===== src/design/xform_pkg.sv =====
// Fixed-point format, matrix, vector and command types
// Scale-and-saturate and vector element helpers
package xform_pkg;

    localparam int FIX_W     = 18;
    localparam int FRAC_BITS = 12;
    // Holds a sum of four full products
    localparam int ACC_W     = 2 * FIX_W + 2;
    localparam int DIM       = 4;
    localparam int IDX_W     = $clog2(DIM);

    typedef logic signed [FIX_W-1:0] fix_t;
    typedef logic signed [ACC_W-1:0] acc_t;
    typedef logic [IDX_W-1:0]        idx_t;

    localparam fix_t FIX_ONE = fix_t'(1 << FRAC_BITS);
    localparam fix_t FIX_MAX = {1'b0, {(FIX_W-1){1'b1}}};
    localparam fix_t FIX_MIN = {1'b1, {(FIX_W-1){1'b0}}};

    typedef struct packed {
        fix_t x;
        fix_t y;
        fix_t z;
        fix_t w;
    } vec4_t;

    // Row 0 first
    typedef vec4_t [0:DIM-1] mat4_t;

    typedef enum logic [1:0] {
        OP_LOAD      = 2'd0,
        OP_COMPOSE   = 2'd1,
        OP_TRANSFORM = 2'd2
    } xform_op_t;

    typedef struct packed {
        xform_op_t op;
        mat4_t     mat;
        vec4_t     vec;
    } xform_cmd_t;

    typedef enum logic [1:0] {
        MUL_IDLE = 2'd0,
        MUL_ACC  = 2'd1,
        MUL_DONE = 2'd2
    } mul_state_t;

    localparam mat4_t MAT_IDENTITY = '{
        '{x: FIX_ONE, default: '0},
        '{y: FIX_ONE, default: '0},
        '{z: FIX_ONE, default: '0},
        '{w: FIX_ONE, default: '0}
    };

    // Floor by the fraction bits, then clamp to the element range
    function automatic fix_t fix_scale(acc_t a);
        acc_t s;
        s = a >>> FRAC_BITS;
        if (s > acc_t'(FIX_MAX)) begin
            return FIX_MAX;
        end
        if (s < acc_t'(FIX_MIN)) begin
            return FIX_MIN;
        end
        return s[FIX_W-1:0];
    endfunction

    function automatic fix_t vec_get(vec4_t v, idx_t i);
        case (i)
            0: return v.x;
            1: return v.y;
            2: return v.z;
            default: return v.w;
        endcase
    endfunction

endpackage


===== src/design/mat_vec_mul.sv =====
// Multi-cycle 4x4 matrix by vector multiplier
// Four row accumulators stepped over the inner index
`timescale 1ns/1ps

module mat_vec_mul (
    input  logic             clk,
    input  logic             rstn,
    input  xform_pkg::mat4_t i_m,
    input  xform_pkg::vec4_t i_v,
    input  logic             i_dv,
    output xform_pkg::vec4_t o_v,
    output logic             o_done,
    output logic             o_ready
);

    xform_pkg::mul_state_t state;
    xform_pkg::idx_t       idx;
    logic                  accept;
    xform_pkg::mat4_t      m_q;
    xform_pkg::vec4_t      v_q;
    xform_pkg::acc_t       acc [xform_pkg::DIM];

    assign o_ready = (state == xform_pkg::MUL_IDLE);
    assign accept  = i_dv && o_ready;

    // No input delay stage, accumulation starts right after the accept
    always_ff @(posedge clk) begin
        if (!rstn) begin
            state  <= xform_pkg::MUL_IDLE;
            idx    <= '0;
            o_done <= 1'b0;
        end else begin
            o_done <= 1'b0;
            case (state)
                xform_pkg::MUL_IDLE: begin
                    if (accept) begin
                        state <= xform_pkg::MUL_ACC;
                        idx   <= '0;
                    end
                end
                xform_pkg::MUL_ACC: begin
                    idx <= idx + 1'b1;
                    if (idx == xform_pkg::idx_t'(xform_pkg::DIM - 1)) begin
                        state <= xform_pkg::MUL_DONE;
                    end
                end
                xform_pkg::MUL_DONE: begin
                    o_done <= 1'b1;
                    state  <= xform_pkg::MUL_IDLE;
                end
                default: state <= xform_pkg::MUL_IDLE;
            endcase
        end
    end

    always_ff @(posedge clk) begin
        if (accept) begin
            m_q <= i_m;
            v_q <= i_v;
            for (int r = 0; r < xform_pkg::DIM; r++) begin
                acc[r] <= '0;
            end
        end else if (state == xform_pkg::MUL_ACC) begin
            for (int r = 0; r < xform_pkg::DIM; r++) begin
                acc[r] <= acc[r]
                    + xform_pkg::vec_get(m_q[r], idx) * xform_pkg::vec_get(v_q, idx);
            end
        end
    end

    always_ff @(posedge clk) begin
        if (state == xform_pkg::MUL_DONE) begin
            o_v.x <= xform_pkg::fix_scale(acc[0]);
            o_v.y <= xform_pkg::fix_scale(acc[1]);
            o_v.z <= xform_pkg::fix_scale(acc[2]);
            o_v.w <= xform_pkg::fix_scale(acc[3]);
        end
    end

    // Done only for an operation accepted six edges earlier
    a_done_after_accept: assert property (@(posedge clk) disable iff (!rstn)
        o_done |-> $past(accept, 6));

endmodule


===== config.mk =====
export PLATFORM = sky130hd
export DESIGN_NAME = mat_vec_mul
export DESIGN_NICKNAME = d
export VERILOG_FILES = /design/src/design/xform_pkg.sv /design/src/design/mat_vec_mul.sv
export SDC_FILE = /design/constraint.sdc
export NUM_CORES = 2
export LEC_CHECK = 0
export BUFFER_PORTS_ARGS = -buffer_cell sky130_fd_sc_hd__buf_2
export CORE_MARGIN = 2
export CORE_UTILIZATION = 68
export DETAILED_ROUTE_END_ITERATION = 10
export PLACE_DENSITY = 0.85
export RECOVER_POWER = 25
export REMOVE_ABC_BUFFERS = 1
export SLEW_MARGIN = 30
export SYNTH_ARGS = -nofsm -noshare
export SYNTH_HDL_FRONTEND = slang
export SYNTH_SLANG_ARGS = --single-unit

===== constraint.sdc =====
create_clock -name clk -period 23.8 [get_ports clk]
set_clock_uncertainty 0.2 [all_clocks]
set_input_delay 4.76 -clock clk [delete_from_list [all_inputs] [get_ports clk]]
set_output_delay 4.76 -clock clk [all_outputs]
set_load 0.005 [all_outputs]

==> results.md <==
- Slew at the pin with the worst max-slew slack: 2.77 ns
- CP startpoint kind: flop
- Setup bufs post-CTS: 0
- Hold crit path type: reg2reg
- # H-tree levels: 3
- DRC: 0
- Fillers: 7,171
- Min cycle time layout: 13.29 ns
- Cells on worst reg2reg path: 30
- Tcrit/Tclk final: 55.8%
- Root buffer cell: clkbuf_16
- Ys Warns: 0
- Final hold violation count: 0
- Register bit total from synthesis: 589
- ANT nets after route: 0
- Worst path slowest cell: clkbuf_1
- Gr ovfl total: 0
- Crit Path Category: reg2reg
- Number of synthesized flops with an enable pin: 584
- Die area: 113,000 µm²
- Synth top area cells: fa_1 (40%), edfxtp_1 (23%), inv_1 (8.3%)
- Clk slew on worst S/H paths: 0.07 ns
- CP required: 24.00 ns
- Most common cell after layout, fill and taps aside: inv_1
- CTS Hold Bufs: 0
- Vias in the first global route: 59,200
- Post-synthesis cell type count: 79
- IO Count: 437
- Status: complete, but fails checks
- Layout area overhead: 8.64%
- Slowest stage delay, CP: 2.01 ns
- Gates resized, CTS repair: 0
- Post-Synthesis Cells: 7,205
- TNS Setup: 0 ns
- Final GP Congestion: 0.958
- Failing checks: capacitance limit, slew limit
- Mean post-synth cell area: 10.4 µm²
- Initial Utilization: 68.7%
- Clk buf depth: 3
- Max FO, Critical Path: 49
- Share of Yosys cell area claimed by the top area cell type: 40.0%
- Vias: 54,100
- First-pass GRT wire length: 321,000 µm
- Slew Limit Fails: 213
- Initial antenna violation count: 4
- Core area: 109,000 µm²
- Sequential area share after synthesis: 23.5%
- Clock sinks: 589
- Worst Hold Depth: 1
- CTS tree: done
- Row count: 121
- Final core occ: 74.7%
- CP Capture Type: flop
- Post-Route WL: 203,000 µm
- Synthesized area: 75,000 µm²
- Total track usage: 37.6%
- Dpl hpwl: 157,000 µm
- Die Ht: 336 µm
- Post-DR wirelength/cell: 22.3 µm
- Cts bufs inserted: 67
- Largest net degree at the start of global routing: 161
- Top_reg_cell synth: edfxtp_1
- Port bufs: 436
- Max-slew headroom: -84.9%
- Routed vias/inst: 5.94
- Async S/R FF share, synth: 0%
- Fmax: 0.0753 GHz
- Most frequent cells in the layout: inv_1 (1,663), fa_1 (1,500), nor2_1 (905), nand2_1 (783), edfxtp_1 (584)
- Final setup violating endpoints: 0
- Share of cells above drive strength 1: 10.3%
- RSZ-0062 raised after global routing: false
- Die X: 336 µm
- Clk Latency, worst-skew pair: 0.68 ns
- First DRT Iteration DRCs: 5,202
- Worst Path Arrival: 13.49 ns
- Drt pass-1 iters: 9
- Post-synth top area cell: fa_1
- MaxCap Viol Count: 7
- Final #Nets: 9,912
==> synth_stat cells, types with 6 or more instances <==
| library cell | instances |
|---|---|
| edfxtp_1 | 584 |
| xor2_1 | 58 |
| mux2i_1 | 87 |
| o21ai_1 | 24 |
| nor2_1 | 905 |
| a21o_1 | 85 |
| nor4_1 | 9 |
| buf_1 | 49 |
| mux2_2 | 84 |
| and2_1 | 38 |
| a211oi_1 | 17 |
| clkbuf_1 | 197 |
| and3_1 | 14 |
| nand2_1 | 784 |
| nand3_1 | 28 |
| nor2b_1 | 18 |
| fa_1 | 1500 |
| o21ai_0 | 48 |
| ha_1 | 469 |
| a22oi_1 | 86 |
| nand4_1 | 16 |
| nor3_1 | 19 |
| o211ai_1 | 7 |
| inv_1 | 1664 |
| o21a_1 | 64 |
| o31ai_1 | 6 |
| xnor2_1 | 99 |
| nand2b_1 | 16 |
| o21bai_1 | 12 |
| a21oi_1 | 117 |
| a31oi_1 | 12 |
==> logic make-up after synthesis <==
| family | after synthesis | share of synthesized area (%) |
|---|---|---|
| xor gates and xnor gates | 157 | 1.83 |
| AOI/OAI and AO/OA | 537 | 4.91 |
| adders and majority gates | 1969 | 47.8 |
| muxes | 171 | 2.42 |
| buffers and inverters | 1911 | 9.56 |
| and+or+nand+nor | 1871 | 9.94 |
| DFF | 589 | 23.5 |
==> registers in the layout (all words and copies together), names as in the netlist <==
register,cells
o_done,1
m_q,288
o_v,72
v_q,72
state,2
idx,2
acc,152
==> worst paths after layout <==
check,from,to,slack (ns)
setup / recovery,idx[0]$_SDFFE_PN0P_,acc[0][37]$_SDFFCE_PN0P_,10.51
hold / removal,acc[0][15]$_SDFFCE_PN0P_,o_v[57]$_SDFFCE_PN1P_,0.35
setup reg to reg,idx[0]$_SDFFE_PN0P_,acc[0][37]$_SDFFCE_PN0P_,10.51
hold reg to reg,acc[0][15]$_SDFFCE_PN0P_,o_v[57]$_SDFFCE_PN1P_,0.35
==> area by class of cell <==
| class | instances | area [µm²] | share of cell area (%) |
|---|---|---|---|
| Multi-Input combinational cell | 4705 | 50500 | 61.9 |
| Sequential cell | 589 | 17600 | 21.6 |
| Clock inverter | 43 | 489 | 0.600 |
| Inverter | 1665 | 6270 | 7.69 |
| Tap cell | 1476 | 1850 | 2.27 |
| Clock buffer | 77 | 1710 | 2.10 |
| Antenna cell | 10 | 25.0 | 0.0307 |
| Timing Repair Buffer | 552 | 3060 | 3.76 |
==> metal layers <==
metal | vias up | GRT usage, % | share of wire (%) | wire length (µm)
met1 | 27000 | 48.5 | 35 | 71800
li1 | 22700 | - | - | -
met4 | 4 | 18.9 | 5.9 | 12100
met5 | - | 0 | 0.010 | 21
met3 | 901 | 10.2 | 13 | 25900
met2 | 3528 | 59.1 | 46 | 93600
==> per-stage QoR <==
stage / cells / setup WS (ns) / cell area [µm²] / hold WS [ns]
global placement: 8987 / 14.30 / 79300 / 0.344
floorplan: 6959 / 11.10 / 74100 / 0.291
CTS: 9107 / 13.96 / 81500 / 0.352
global route: 9108 / 10.05 / 81500 / 0.374
finish: 9117 / 10.51 / 81500 / 0.350
detailed placement: 8987 / 14.02 / 79300 / 0.339
==> critical path, delay by kind of cell, from the launching register on <==
| kind | cells | cell delay [ns] |
|---|---|---|
| fa+ha+maj | 9 | 4.04 |
| flops | 1 | 0.48 |
| xor+xnor | 1 | 0.20 |
| buf+inv | 7 | 3.32 |
| simple gates | 4 | 0.63 |
| compound gates | 8 | 2.67 |
| mux | 1 | 1.43 |
Power is not shown: default switching activity piles up to over one toggle a cycle in this logic, so the estimate is an artifact.
