===== src/design/xform_pkg.sv =====
// Fixed-point format, matrix, vector and command types
// Scale-and-saturate and vector element helpers
package xform_pkg;

    localparam int FIX_W     = 18;
    localparam int FRAC_BITS = 12;
    // Holds a sum of four full products
    localparam int ACC_W     = 2 * FIX_W + 2;
    localparam int DIM       = 4;
    localparam int IDX_W     = $clog2(DIM);

    typedef logic signed [FIX_W-1:0] fix_t;
    typedef logic signed [ACC_W-1:0] acc_t;
    typedef logic [IDX_W-1:0]        idx_t;

    localparam fix_t FIX_ONE = fix_t'(1 << FRAC_BITS);
    localparam fix_t FIX_MAX = {1'b0, {(FIX_W-1){1'b1}}};
    localparam fix_t FIX_MIN = {1'b1, {(FIX_W-1){1'b0}}};

    typedef struct packed {
        fix_t x;
        fix_t y;
        fix_t z;
        fix_t w;
    } vec4_t;

    // Row 0 first
    typedef vec4_t [0:DIM-1] mat4_t;

    typedef enum logic [1:0] {
        OP_LOAD      = 2'd0,
        OP_COMPOSE   = 2'd1,
        OP_TRANSFORM = 2'd2
    } xform_op_t;

    typedef struct packed {
        xform_op_t op;
        mat4_t     mat;
        vec4_t     vec;
    } xform_cmd_t;

    typedef enum logic [1:0] {
        MUL_IDLE = 2'd0,
        MUL_ACC  = 2'd1,
        MUL_DONE = 2'd2
    } mul_state_t;

    localparam mat4_t MAT_IDENTITY = '{
        '{x: FIX_ONE, default: '0},
        '{y: FIX_ONE, default: '0},
        '{z: FIX_ONE, default: '0},
        '{w: FIX_ONE, default: '0}
    };

    // Floor by the fraction bits, then clamp to the element range
    function automatic fix_t fix_scale(acc_t a);
        acc_t s;
        s = a >>> FRAC_BITS;
        if (s > acc_t'(FIX_MAX)) begin
            return FIX_MAX;
        end
        if (s < acc_t'(FIX_MIN)) begin
            return FIX_MIN;
        end
        return s[FIX_W-1:0];
    endfunction

    function automatic fix_t vec_get(vec4_t v, idx_t i);
        case (i)
            0: return v.x;
            1: return v.y;
            2: return v.z;
            default: return v.w;
        endcase
    endfunction

endpackage


===== src/design/xform_sequencer.sv =====
// Command decoder holding the current transform matrix
// Launches both multipliers and drives upstream ready
`timescale 1ns/1ps

module xform_sequencer (
    input  logic                  clk,
    input  logic                  rstn,
    input  xform_pkg::xform_cmd_t i_cmd,
    input  logic                  i_cmd_dv,
    output logic                  o_ready,
    output xform_pkg::mat4_t      o_mm_a,
    output xform_pkg::mat4_t      o_mm_b,
    output logic                  o_mm_dv,
    input  xform_pkg::mat4_t      i_mm_c,
    input  logic                  i_mm_done,
    output xform_pkg::mat4_t      o_mv_m,
    output xform_pkg::vec4_t      o_mv_v,
    output logic                  o_mv_dv,
    input  xform_pkg::vec4_t      i_mv_v,
    input  logic                  i_mv_done,
    output xform_pkg::vec4_t      o_vec,
    output logic                  o_vec_dv
);

    logic             busy;
    logic             accept;
    xform_pkg::mat4_t cur_mat;

    assign o_ready = !busy;
    assign accept  = i_cmd_dv && !busy;

    // Current matrix always sits on the left
    assign o_mm_a  = cur_mat;
    assign o_mm_b  = i_cmd.mat;
    assign o_mm_dv = accept && (i_cmd.op == xform_pkg::OP_COMPOSE);

    assign o_mv_m  = cur_mat;
    assign o_mv_v  = i_cmd.vec;
    assign o_mv_dv = accept && (i_cmd.op == xform_pkg::OP_TRANSFORM);

    always_ff @(posedge clk) begin
        if (!rstn) begin
            busy     <= 1'b0;
            cur_mat  <= xform_pkg::MAT_IDENTITY;
            o_vec_dv <= 1'b0;
        end else begin
            o_vec_dv <= i_mv_done;
            if (accept) begin
                case (i_cmd.op)
                    xform_pkg::OP_LOAD:      cur_mat <= i_cmd.mat;
                    xform_pkg::OP_COMPOSE:   busy <= 1'b1;
                    xform_pkg::OP_TRANSFORM: busy <= 1'b1;
                    default: ;
                endcase
            end else if (i_mm_done) begin
                cur_mat <= i_mm_c;
                busy    <= 1'b0;
            end else if (i_mv_done) begin
                busy <= 1'b0;
            end
        end
    end

    always_ff @(posedge clk) begin
        if (i_mv_done) begin
            o_vec <= i_mv_v;
        end
    end

    // One command in flight at a time
    a_cmd_while_busy: assert property (@(posedge clk) disable iff (!rstn)
        i_cmd_dv |-> !busy)
        else $error("command strobe while sequencer busy");

endmodule


===== config.mk =====
export PLATFORM = sky130hd
export DESIGN_NAME = xform_sequencer
export DESIGN_NICKNAME = d
export VERILOG_FILES = /design/src/design/xform_pkg.sv /design/src/design/xform_sequencer.sv
export SDC_FILE = /design/constraint.sdc
export NUM_CORES = 1
export LEC_CHECK = 0
export ABC_CLOCK_PERIOD_IN_PS = 1670
export BUFFER_PORTS_ARGS = -buffer_cell sky130_fd_sc_hd__buf_4
export CAP_MARGIN = 10
export CORE_AREA = 2 2 672 674
export DETAILED_ROUTE_END_ITERATION = 10
export DIE_AREA = 0 0 674 676
export PLACE_DENSITY = 0.3
export RECOVER_POWER = 100
export SLEW_MARGIN = 5
export SYNTH_ARGS = -nofsm -noshare
export SYNTH_HDL_FRONTEND = slang
export SYNTH_SLANG_ARGS = --single-unit

===== constraint.sdc =====
create_clock -name clk -period 1.67 [get_ports clk]
set_input_delay 0.0835 -clock clk [delete_from_list [all_inputs] [get_ports clk]]
set_output_delay 0.0835 -clock clk [all_outputs]
set_load 0.005 [all_outputs]

==> qor.csv, run 1 <==
stage,metric,value,unit
grt,grt_use_total,12.9,%
status,violations,setup timing,
finish,syn2layout_area_growth,98.3,%
timing,fin_tns_setup,-21.26,ns
synth,synth_top_area_share,24.5,%
route,dr.first_iter.drc_count,1377,
timing,finalSetupViolCount,293,
synth,yosys-top-cells-area,"dfxtp_1 (24%), mux2i_1 (24%), buf_4 (22%)",
route,remaining_drc_errors,0,
grt,grt_pass1_wl,366000,um
pwr,powerDensity,769,mW/mm2
placed_design,pre_cts_ws,-0.0838,ns
grt,antenna_found_initial,52,
status,outcome,"complete, but fails checks",
cts,clock_path_buffers,3,
setup_path,rr_worst_depth,11,
synth,synth-edff-count,72,
placed_design,io_buffers,1594,
timing,worst_slew_pin_slew,1.46,ns
placed_design,dp.cells,9474,
grt,overflow,0,
min_path,min-delay-start,i_cmd[361],
finish,nets,5050,
synth,synthDistinctLibCells,22,
setup_path,r2r_slack,-0.16,ns
synth,yosys.cell_count.top_type,buf_4,
setup_path,critPathRequiredTime,1.59,ns
synth,ys.flop_type,dfxtp_1,
die,die-area,0.456,mm2
setup_path,regToRegEndpoint,o_mm_a[238],
route,dr.pass1.iters,5,
synth,ys_async_sr_fraction,0,%
timing,rsz0062_at_grt,yes,
cts,cts_max_level,2,
synth,yosys_warnings,0,
route,route.vias.total,26100,
placed_design,place_area,0.0386,mm2
finish,post-route-cell-area,0.0470,mm2
placed_design,dp_hpwl,268000,um
cts,cts_tree,yes,
timing,hold_viol,0,
min_path,min_to,busy,
synth,synth_seq_area_share,33.6,%
timing,timing.final.ws_setup,-0.213,ns
die,coreArea,0.448,mm2
pwr,leakagePower,20.3,nW
grt,grt_max_degree,56,
finish,drive_above_1_share,34.3,%
die,die_w,674,um
cts,root_buffer,clkbuf_16,
setup_path,regToRegStartpoint,busy,
timing,period_share,113,%
finish,fin_cells,10300,
placed_design,routabilityCongestion,0.853,
setup_path,end_kind,output pin,
cts,cts.sinks,362,
synth,synth_seq_cells,362,
cts,clk_pin_slew,0.06,ns
timing,fin_worst_skew,0.0517,ns
route,ant_nets,0,
setup_path,crit_arrival,1.80,ns
min_path,hp-class,in2reg,
timing,maxSlewViolCount,0,
cts,cts_made_buffers,55,
die,dieHeight,676,um
synth,synth_top_area_cell,dfxtp_1,
flow_run,cap_violations,0,
die,boundaryPins,1739,
grt,grt_pass1_vias,27000,
setup_path,start_kind,register,
timing,maxSlewHeadroom,2.85,%
synth,syn_inst,2622,
die,rows,246,
pwr,ir_worst_vdd,917,uV
finish,utilization,10.5,%
setup_path,crit_type,reg2out,
synth,syn_area,0.0237,mm2
timing,fmax,0.531,GHz
route,wl,308000,um
synth,synthesis.nets,3352,
route,wire_per_inst,29.8,um
cts,clk_latency,0.75,ns
route,vias_per_cell,2.53,
synth,synthTopCellsByCount,"buf_4 (697), nand2_1 (572), mux2i_1 (568)",
setup_path,worst-path-max-fanout,4,
min_path,hold_depth,5,
timing,fin_crit,1.88,ns
die,start_util,5.30,%
synth,avgSynthCellArea,9.04,um2
-- through the flow --
step                      hold slack, ns  total power [mW]
final                              0.112              36.2
after global routing              0.0619              38.1
after CTS                        0.00430              38.1
after detailed placement           0.167              22.9
after global placement             0.167              22.9
after floorplan                    0.182              14.9
-- registers in the layout, summed over array words and instances, names as in the netlist --
signal,flops
busy,1
o_mm_a,288
o_vec,72
o_vec_dv,1
-- area by class of cell --
| class | instances | area [um2] |
|---|---|---|
| inverters | 3 | 13.8 |
| multi-input cells | 1448 | 9870 |
| well taps | 5952 | 7450 |
| clock inverters | 18 | 211 |
| repair buffers | 2450 | 19900 |
| flip-flops and latches | 362 | 7980 |
| fillers | 52100 | 401000 |
| clock buffers | 83 | 1580 |
| diodes | 7 | 17.5 |
-- kinds of logic (layout without fill, tap and decap cells) --
logic type / count (synthesis) / in the layout / share of synthesized area [%]
and+or+nand+nor: 867 / 867 / 16.9
other: 0 / 7 / 0
AOI/OAI and AO/OA: 9 / 9 / 0.285
DFF: 362 / 362 / 33.6
adders and majority gates: 3 / 3 / 0.158
buffers and inverters: 812 / 2554 / 25.1
muxes: 569 / 569 / 24.0
-- routing by layer --
| metal | routed length, um | part of all wire [%] | track usage, % | vias to the layer above |
|---|---|---|---|---|
| met2 | 144000 | 47 | 21.7 | 1319 |
| met5 | 147 | 0.048 | 0 | - |
| li1 | - | - | - | 11600 |
| met4 | 13300 | 4.3 | 3.94 | 8 |
| met3 | 49100 | 16 | 9.11 | 291 |
| met1 | 102000 | 33 | 12.4 | 12900 |
-- timing repair --
item | CTS | global route
gates cloned | 28 | 12
buffers inserted | 39 | 8
gates resized for setup | 215 | 31
hold endpoints to repair | 434 | 0
endpoints found under the setup margin | 156 | 288
pin swaps | 2 | 3
hold buffers | 663 | 0
-- worst max path at each step --
stage                    start     endpoint  slack (ns)  cells after the start
detailed placement  i_cmd[360]  o_mm_a[164]       -0.08                      8
finish                    busy      o_mm_dv       -0.21                      5
global placement    i_cmd[360]   o_mm_a[47]       -0.07                      9
global route              busy      o_mm_dv       -0.34                      5
floorplan           i_cmd[360]  o_mm_a[264]        0.38                      8
CTS                       busy      o_mm_dv       -0.35                      5
-- cell usage in the layout (no fill, tap or decap), drive strengths merged, types with 7 or more instances in the layout --
master / n
and3: 284
buf: 941
clkbuf: 928
clkinv: 12
dfxtp: 290
diode: 7
dlygate4sd3: 663
edfxtp: 72
mux2i: 569
nand2: 572
-- critical path, stage by stage (launching register included) --
cell	delay, ns
dfxtp_2	0.34
buf_12	0.14
nor2b_4	0.14
buf_12	0.14
and2_4	0.14
buf_6	0.13
-- report_power, final --
group / internal [mW] / switching, mW
combinational: 5.64 / 7.31
sequential: 9.75 / 1.31
clock: 6.71 / 5.47
Note: power is estimated with default switching activity, not from simulation.
==> inputs of run 2 (changes only) <==
GPL_TIMING_DRIVEN = 0   (was not set)
SETUP_SLACK_MARGIN = 0.5   (was not set)
==> run 2 against run 1 <==
Effect of this change: the run still ends with setup timing left; final area up 25%; via count up 17%; worst hold slack worse by 0.0022 ns; largest cell class unchanged; sequential share of layout area down 3.2 points; setup slack worse by 0.067 ns; wire length up 18%; clock skew up 0.017 ns; final cell count up 10%; register-to-register slack worse by 0.10 ns; non-clock buffer count up 1022; combinational power up 40%; count of clock-buffer cells in the layout up 2.
==> qor.csv, run 2 (synthesized netlist as in run 1, its figures left out) <==
stage,metric,value,unit,change
status,outcome,"complete, but fails checks",,unchanged
status,violations,setup timing,,unchanged
finish,post-route-cell-area,0.0587,mm2,was 0.0470 mm2
placed_design,io_buffers,1664,,was 1594
route,remaining_drc_errors,0,,unchanged
setup_path,path_cells,"nor2b_1, buf_4, buf_12, buf_16, and2_4, buf_6",,"was buf_12, nor2b_4, buf_12, and2_4, buf_6"
finish,fin_cells,11400,,was 10.3k
finish,drive_above_1_share,49.7,%,was 34.3%
finish,layout_commonest_cell,buf_4,,unchanged
route,route.vias.total,30700,,was 26.1k
timing,maxSlewViolCount,0,,unchanged
placed_design,place_area,0.0438,mm2,was 0.0386 mm2
finish,fillers,51700,,was 52.1k
finish,mostFrequentLayoutCells,"buf_4 (1314), dlygate4sd3_1 (658), mux2i_1 (568)",,"was buf_4 (765), dlygate4sd3_1 (663), mux2i_1 (568)"
setup_path,crit_buf_inv,4,,was 3
finish,multiInputGateArea,0.0103,mm2,was 0.00987 mm2
timing,fmax,0.513,GHz,was 0.531 GHz
finish,nets,6076,,was 5050
finish,utilization,13.1,%,was 10.5%
setup_path,start_kind,register,,unchanged
cts,root_buffer,clkbuf_16,,unchanged
finish,syn2layout_area_growth,147,%,was 98.3%
setup_path,crit_start,busy,,unchanged
cts,cts.sinks,362,,unchanged
timing,finalSetupViolCount,288,,was 293
die,dieHeight,676,um,unchanged
timing,rsz0062_at_grt,yes,,unchanged
min_path,hp-class,in2reg,,unchanged
placed_design,routabilityCongestion,0.876,,was 0.853
route,wire_per_inst,31.9,um,was 29.8 um
grt,grt_max_degree,75,,was 56
placed_design,pre_cts_ws,-1.20,ns,was -0.0838 ns
pwr,powerDensity,727,mW/mm2,was 769 mW/mm2
grt,antenna_found_initial,125,,was 52
setup_path,end_kind,output pin,,unchanged
setup_path,cpLargestDelayFamily,buffers and inverters,,unchanged
die,rows,246,,unchanged
setup_path,worst-path-max-fanout,3,,was 4
cts,clk_latency,0.78,ns,was 0.75 ns
min_path,min-delay-start,i_mv_v[13],,was i_cmd[361]
setup_path,crit_arrival,1.87,ns,was 1.80 ns
flow_run,cap_violations,0,,unchanged
cts,clk_pin_slew,0.06,ns,about the same
die,die_w,674,um,unchanged
timing,fin_crit,1.95,ns,was 1.88 ns
setup_path,crit_type,reg2out,,unchanged
cts,cts_made_buffers,59,,was 55
timing,hold_viol,0,,unchanged
grt,grt_pass1_vias,32200,,was 27.0k
die,start_util,5.30,%,unchanged
cts,cts_max_level,2,,unchanged
route,ant_nets,0,,unchanged
route,dr.first_iter.drc_count,1509,,was 1377
setup_path,critPathSlowestCell,dfxtp_4,,was dfxtp_2
timing,period_share,117,%,was 113%
die,boundaryPins,1739,,unchanged
route,dr.pass1.iters,5,,unchanged
cts,clock_path_buffers,3,,unchanged
timing,fin_worst_skew,0.0687,ns,was 0.0517 ns
route,wl,363000,um,was 308000 um
die,die-area,0.456,mm2,unchanged
setup_path,regToRegStartpoint,busy,,unchanged
grt,overflow,0,,unchanged
finish,largest_register_ffs,288,,unchanged
timing,maxSlewHeadroom,16.8,%,was 2.85%
placed_design,dp_hpwl,316000,um,was 268000 um
cts,cts_tree,yes,,unchanged
grt,grt_pass1_wl,431000,um,was 366000 um
pwr,ir_worst_vdd,916,uV,was 917 uV
route,vias_per_cell,2.70,,was 2.53
setup_path,cpPeakStageDelay,0.38,ns,was 0.34 ns
timing,fin_tns_setup,-42.15,ns,was -21.26 ns
pwr,leakagePower,26.4,nW,was 20.3 nW
timing,timing.final.ws_setup,-0.279,ns,was -0.213 ns
timing,worst_slew_pin_slew,1.25,ns,was 1.46 ns
finish,register_area,0.00809,mm2,was 0.00798 mm2
setup_path,critPathRequiredTime,1.59,ns,about the same
die,coreArea,0.448,mm2,unchanged
placed_design,dp.cells,10200,,was 9474
grt,grt_use_total,15.2,%,was 12.9%
run 2: cell types whose count changed in the layout (fill, tap and decap cells not counted), moves of 20 or more:
cell	change
buf_12	+59
buf_2	+25
buf_4	+549
buf_6	+349
buf_8	+109
clkbuf_1	+31
clkbuf_2	-87
clkbuf_4	-27
dfxtp_1	-61
dfxtp_2	+47
diode_2	+20
nand2_1	-112
nand2_2	+91
nand2_4	+21
run 2: worst paths after layout:
check | depth (start not counted) | slack [ns] | end
max | 6 | -0.28 | o_mv_dv
min | 2 | 0.11 | o_vec[13]
min reg2reg | 1 | 0.50 | o_mm_a[12]
max reg2reg | 11 | -0.26 | o_mm_a[7]
run 2: per-stage QoR:
step                      hold slack (ns)  power (mW)
final                               0.109        42.7
after global placement              0.266        25.3
after floorplan                     0.182        14.9
after CTS                          0.0151        44.7
after detailed placement            0.265        25.3
after global routing               0.0626        44.8
run 2: layout make-up:
cell class                      count  area share [%]
Antenna cell                       27           0.115
Buffer                            809            12.1
Clock buffer                       85            2.89
Clock inverter                     25           0.522
Inverter                            3          0.0277
Multi-Input combinational cell   1448            17.6
Sequential cell                   362            13.8
Tap cell                         5952            12.7
Timing Repair Buffer             2663            40.3
run 2: report_power, final:
part	total (mW)	internal, mW	switching [mW]
combinational	18.1	9.10	8.96
sequential	11.1	9.77	1.31
clock	13.5	7.65	5.87
run 2: repair_timing:
action / CTS / global route
pin swaps: 73 / 54
hold endpoints to repair: 364 / 0
hold buffers: 658 / 0
buffers inserted: 275 / 20
gates cloned: 34 / 10
gates resized for setup: 1602 / 105
endpoints found under the setup margin: 941 / 988
run 2: metal layers:
layer | vias up | GRT usage, % | part of all wire [%]
met5 | - | 0 | 0.015
li1 | 13700 | - | -
met3 | 406 | 9.32 | 14
met4 | 8 | 4.00 | 3.8
met2 | 1563 | 26.5 | 48
met1 | 15000 | 15.2 | 34
==> inputs of run 3 (changes only) <==
PLACE_DENSITY = not set   (was 0.3)
RECOVER_POWER = not set   (was 100)
==> run 3 against run 2 <==
Effect of this change: non-clock buffer count down 125; wire length up 8.0%; via count up 1.8%; critical endpoint unchanged; the flow still finishes with violations (setup timing); combinational power up 4%.
==> qor.csv, run 3 (synthesized netlist as in run 1, its figures left out) <==
stage,metric,value,unit,change
grt,grt_pass1_vias,30400,,was 32.2k
cts,clock_path_buffers,3,,unchanged
setup_path,crit_type,reg2out,,unchanged
pwr,leakagePower,27.4,nW,was 26.4 nW
cts,cts.sinks,362,,unchanged
timing,rsz0062_at_grt,yes,,unchanged
cts,root_buffer,clkbuf_16,,unchanged
die,dieHeight,676,um,unchanged
pwr,power_switching_share,38.7,%,was 37.8%
timing,holdWs,0.0877,ns,was 0.109 ns
timing,finalSetupViolCount,188,,was 288
finish,largest_register_ffs,288,,unchanged
route,dr.first_iter.drc_count,2216,,was 1509
timing,period_share,114,%,was 117%
grt,grt_pass1_wl,451000,um,was 431000 um
die,rows,246,,unchanged
placed_design,io_buffers,1664,,unchanged
timing,fin_worst_skew,0.0791,ns,was 0.0687 ns
cts,cts_made_buffers,59,,unchanged
cts,cts_max_level,2,,unchanged
setup_path,cpLargestDelayFamily,buffers and inverters,,unchanged
pwr,clkPwrFrac,31.2,%,was 31.7%
status,outcome,"complete, but fails checks",,unchanged
die,boundaryPins,1739,,unchanged
cts,clk_pin_slew,0.06,ns,about the same
die,coreArea,0.448,mm2,unchanged
min_path,hp-class,in2reg,,unchanged
timing,hold_viol,0,,unchanged
placed_design,routabilityCongestion,0.975,,was 0.876
pwr,seq_power_share,25.8,%,was 26.0%
finish,syn2layout_area_growth,154,%,was 147%
route,dr.pass1.iters,5,,unchanged
pwr,ir_worst_vdd,900,uV,was 916 uV
grt,grt_use_total,16.3,%,was 15.2%
route,remaining_drc_errors,0,,unchanged
setup_path,cpPeakStageDelay,0.36,ns,was 0.38 ns
placed_design,dp_hpwl,348000,um,was 316000 um
route,wire_per_inst,34.7,um,was 31.9 um
setup_path,start_kind,register,,unchanged
cts,clk_latency,0.82,ns,was 0.78 ns
flow_run,cap_violations,0,,unchanged
grt,grt_max_degree,44,,was 75
timing,worst_slew_pin_slew,1.39,ns,was 1.25 ns
setup_path,worst-path-max-fanout,3,,unchanged
timing,maxSlewViolCount,0,,unchanged
setup_path,crit_buf_inv,4,,unchanged
finish,mostFrequentLayoutCells,"buf_4 (1944), dlygate4sd3_1 (670), mux2i_1 (568)",,"was buf_4 (1314), dlygate4sd3_1 (658), mux2i_1 (568)"
finish,post-route-cell-area,0.0603,mm2,was 0.0587 mm2
setup_path,crit_top_cell,buf_12,,
die,start_util,5.30,%,unchanged
timing,maxSlewHeadroom,7.18,%,was 16.8%
setup_path,critPathRequiredTime,1.59,ns,about the same
route,ant_nets,0,,unchanged
route,vias_per_cell,2.77,,was 2.70
finish,drive_above_1_share,60.4,%,was 49.7%
timing,fin_crit,1.91,ns,was 1.95 ns
die,die_w,674,um,unchanged
pwr,netSwitchingPower,17.0,mW,was 16.1 mW
setup_path,end_kind,output pin,,unchanged
setup_path,critPathSlowestCell,dfxtp_4,,unchanged
route,route.vias.total,31300,,was 30.7k
pwr,p_int,26.9,mW,was 26.5 mW
timing,fmax,0.524,GHz,was 0.513 GHz
setup_path,crit_arrival,1.82,ns,was 1.87 ns
grt,overflow,0,,unchanged
pwr,powerDensity,726,mW/mm2,was 727 mW/mm2
finish,nets,5951,,was 6076
route,wl,392000,um,was 363000 um
timing,timing.final.ws_setup,-0.237,ns,was -0.279 ns
placed_design,place_area,0.0439,mm2,was 0.0438 mm2
grt,antenna_found_initial,162,,was 125
die,die-area,0.456,mm2,unchanged
status,violations,setup timing,,unchanged
pwr,p_comb_share,43.0,%,was 42.3%
setup_path,path_cells,"nor2b_1, buf_4, buf_12, buf_8, and2_4, buf_12",,"was nor2b_1, buf_4, buf_12, buf_16, and2_4, buf_6"
finish,layout_commonest_cell,buf_4,,unchanged
cts,cts_tree,yes,,unchanged
[run 3: cell type report]
type                       instances  area (um2)
tap                             5952        7450
clock buffer                      68        1580
multi-input combinational       1448       10400
antenna                           54         135
timing repair buffer            2538       24100
clock inverter                    39         400
sequential                       362        8830
inverter                           3        18.8
fill                           50800      388000
buffer                           809        7370
[run 3: worst paths after layout]
check	from	endpoint	slack (ns)	cells past startpoint
max	busy	o_mv_dv	-0.24	6
max reg2reg	busy	o_mm_a[164]	-0.23	12
min reg2reg	o_mm_a[282]	o_mm_a[282]	0.51	1
min	i_mv_v[0]	o_vec[0]	0.09	2
[run 3: layer usage]
| metal | wire, um | GRT usage, % |
|---|---|---|
| met1 | 133000 | 16.6 |
| met2 | 176000 | 26.2 |
| met3 | 60700 | 10.5 |
| met4 | 21100 | 7.42 |
| met5 | 250 | 0 |
[run 3: stage by stage]
stage	setup WS, ns	setup TNS, ns	instances	power, mW	utilization (%)
3_5_place_dp	-0.696	-114.21	10200	25.7	9.80
4_1_cts	-0.319	-22.15	11100	43.1	12.6
2_1_floorplan	0.501	0	2622	14.9	-
5_1_grt	-0.295	-31.41	11300	45.6	13.5
3_3_place_gp	-1.90	-272.77	10200	25.7	9.78
6_report	-0.237	-22.71	11300	43.8	13.5
[run 3: what timing repair did]
action / 4_1_cts / 5_1_grt
setup endpoints to repair: 941 / 1022
pin swaps: 87 / 102
setup buffers: 105 / 73
resized for setup: 813 / 833
cloned: 15 / 7
hold buffers: 670 / 0
endpoints found under the hold margin: 391 / 0
[run 3: power by group through the flow]
stage	Sequential [mW]	Clock (mW)	Combinational [mW]
5_1_grt	11.4	14.3	19.9
2_1_floorplan	10.6	0	4.32
4_1_cts	11.3	14.2	17.6
6_report	11.3	13.7	18.9
3_5_place_dp	11.5	0	14.3
3_3_place_gp	11.5	0	14.2
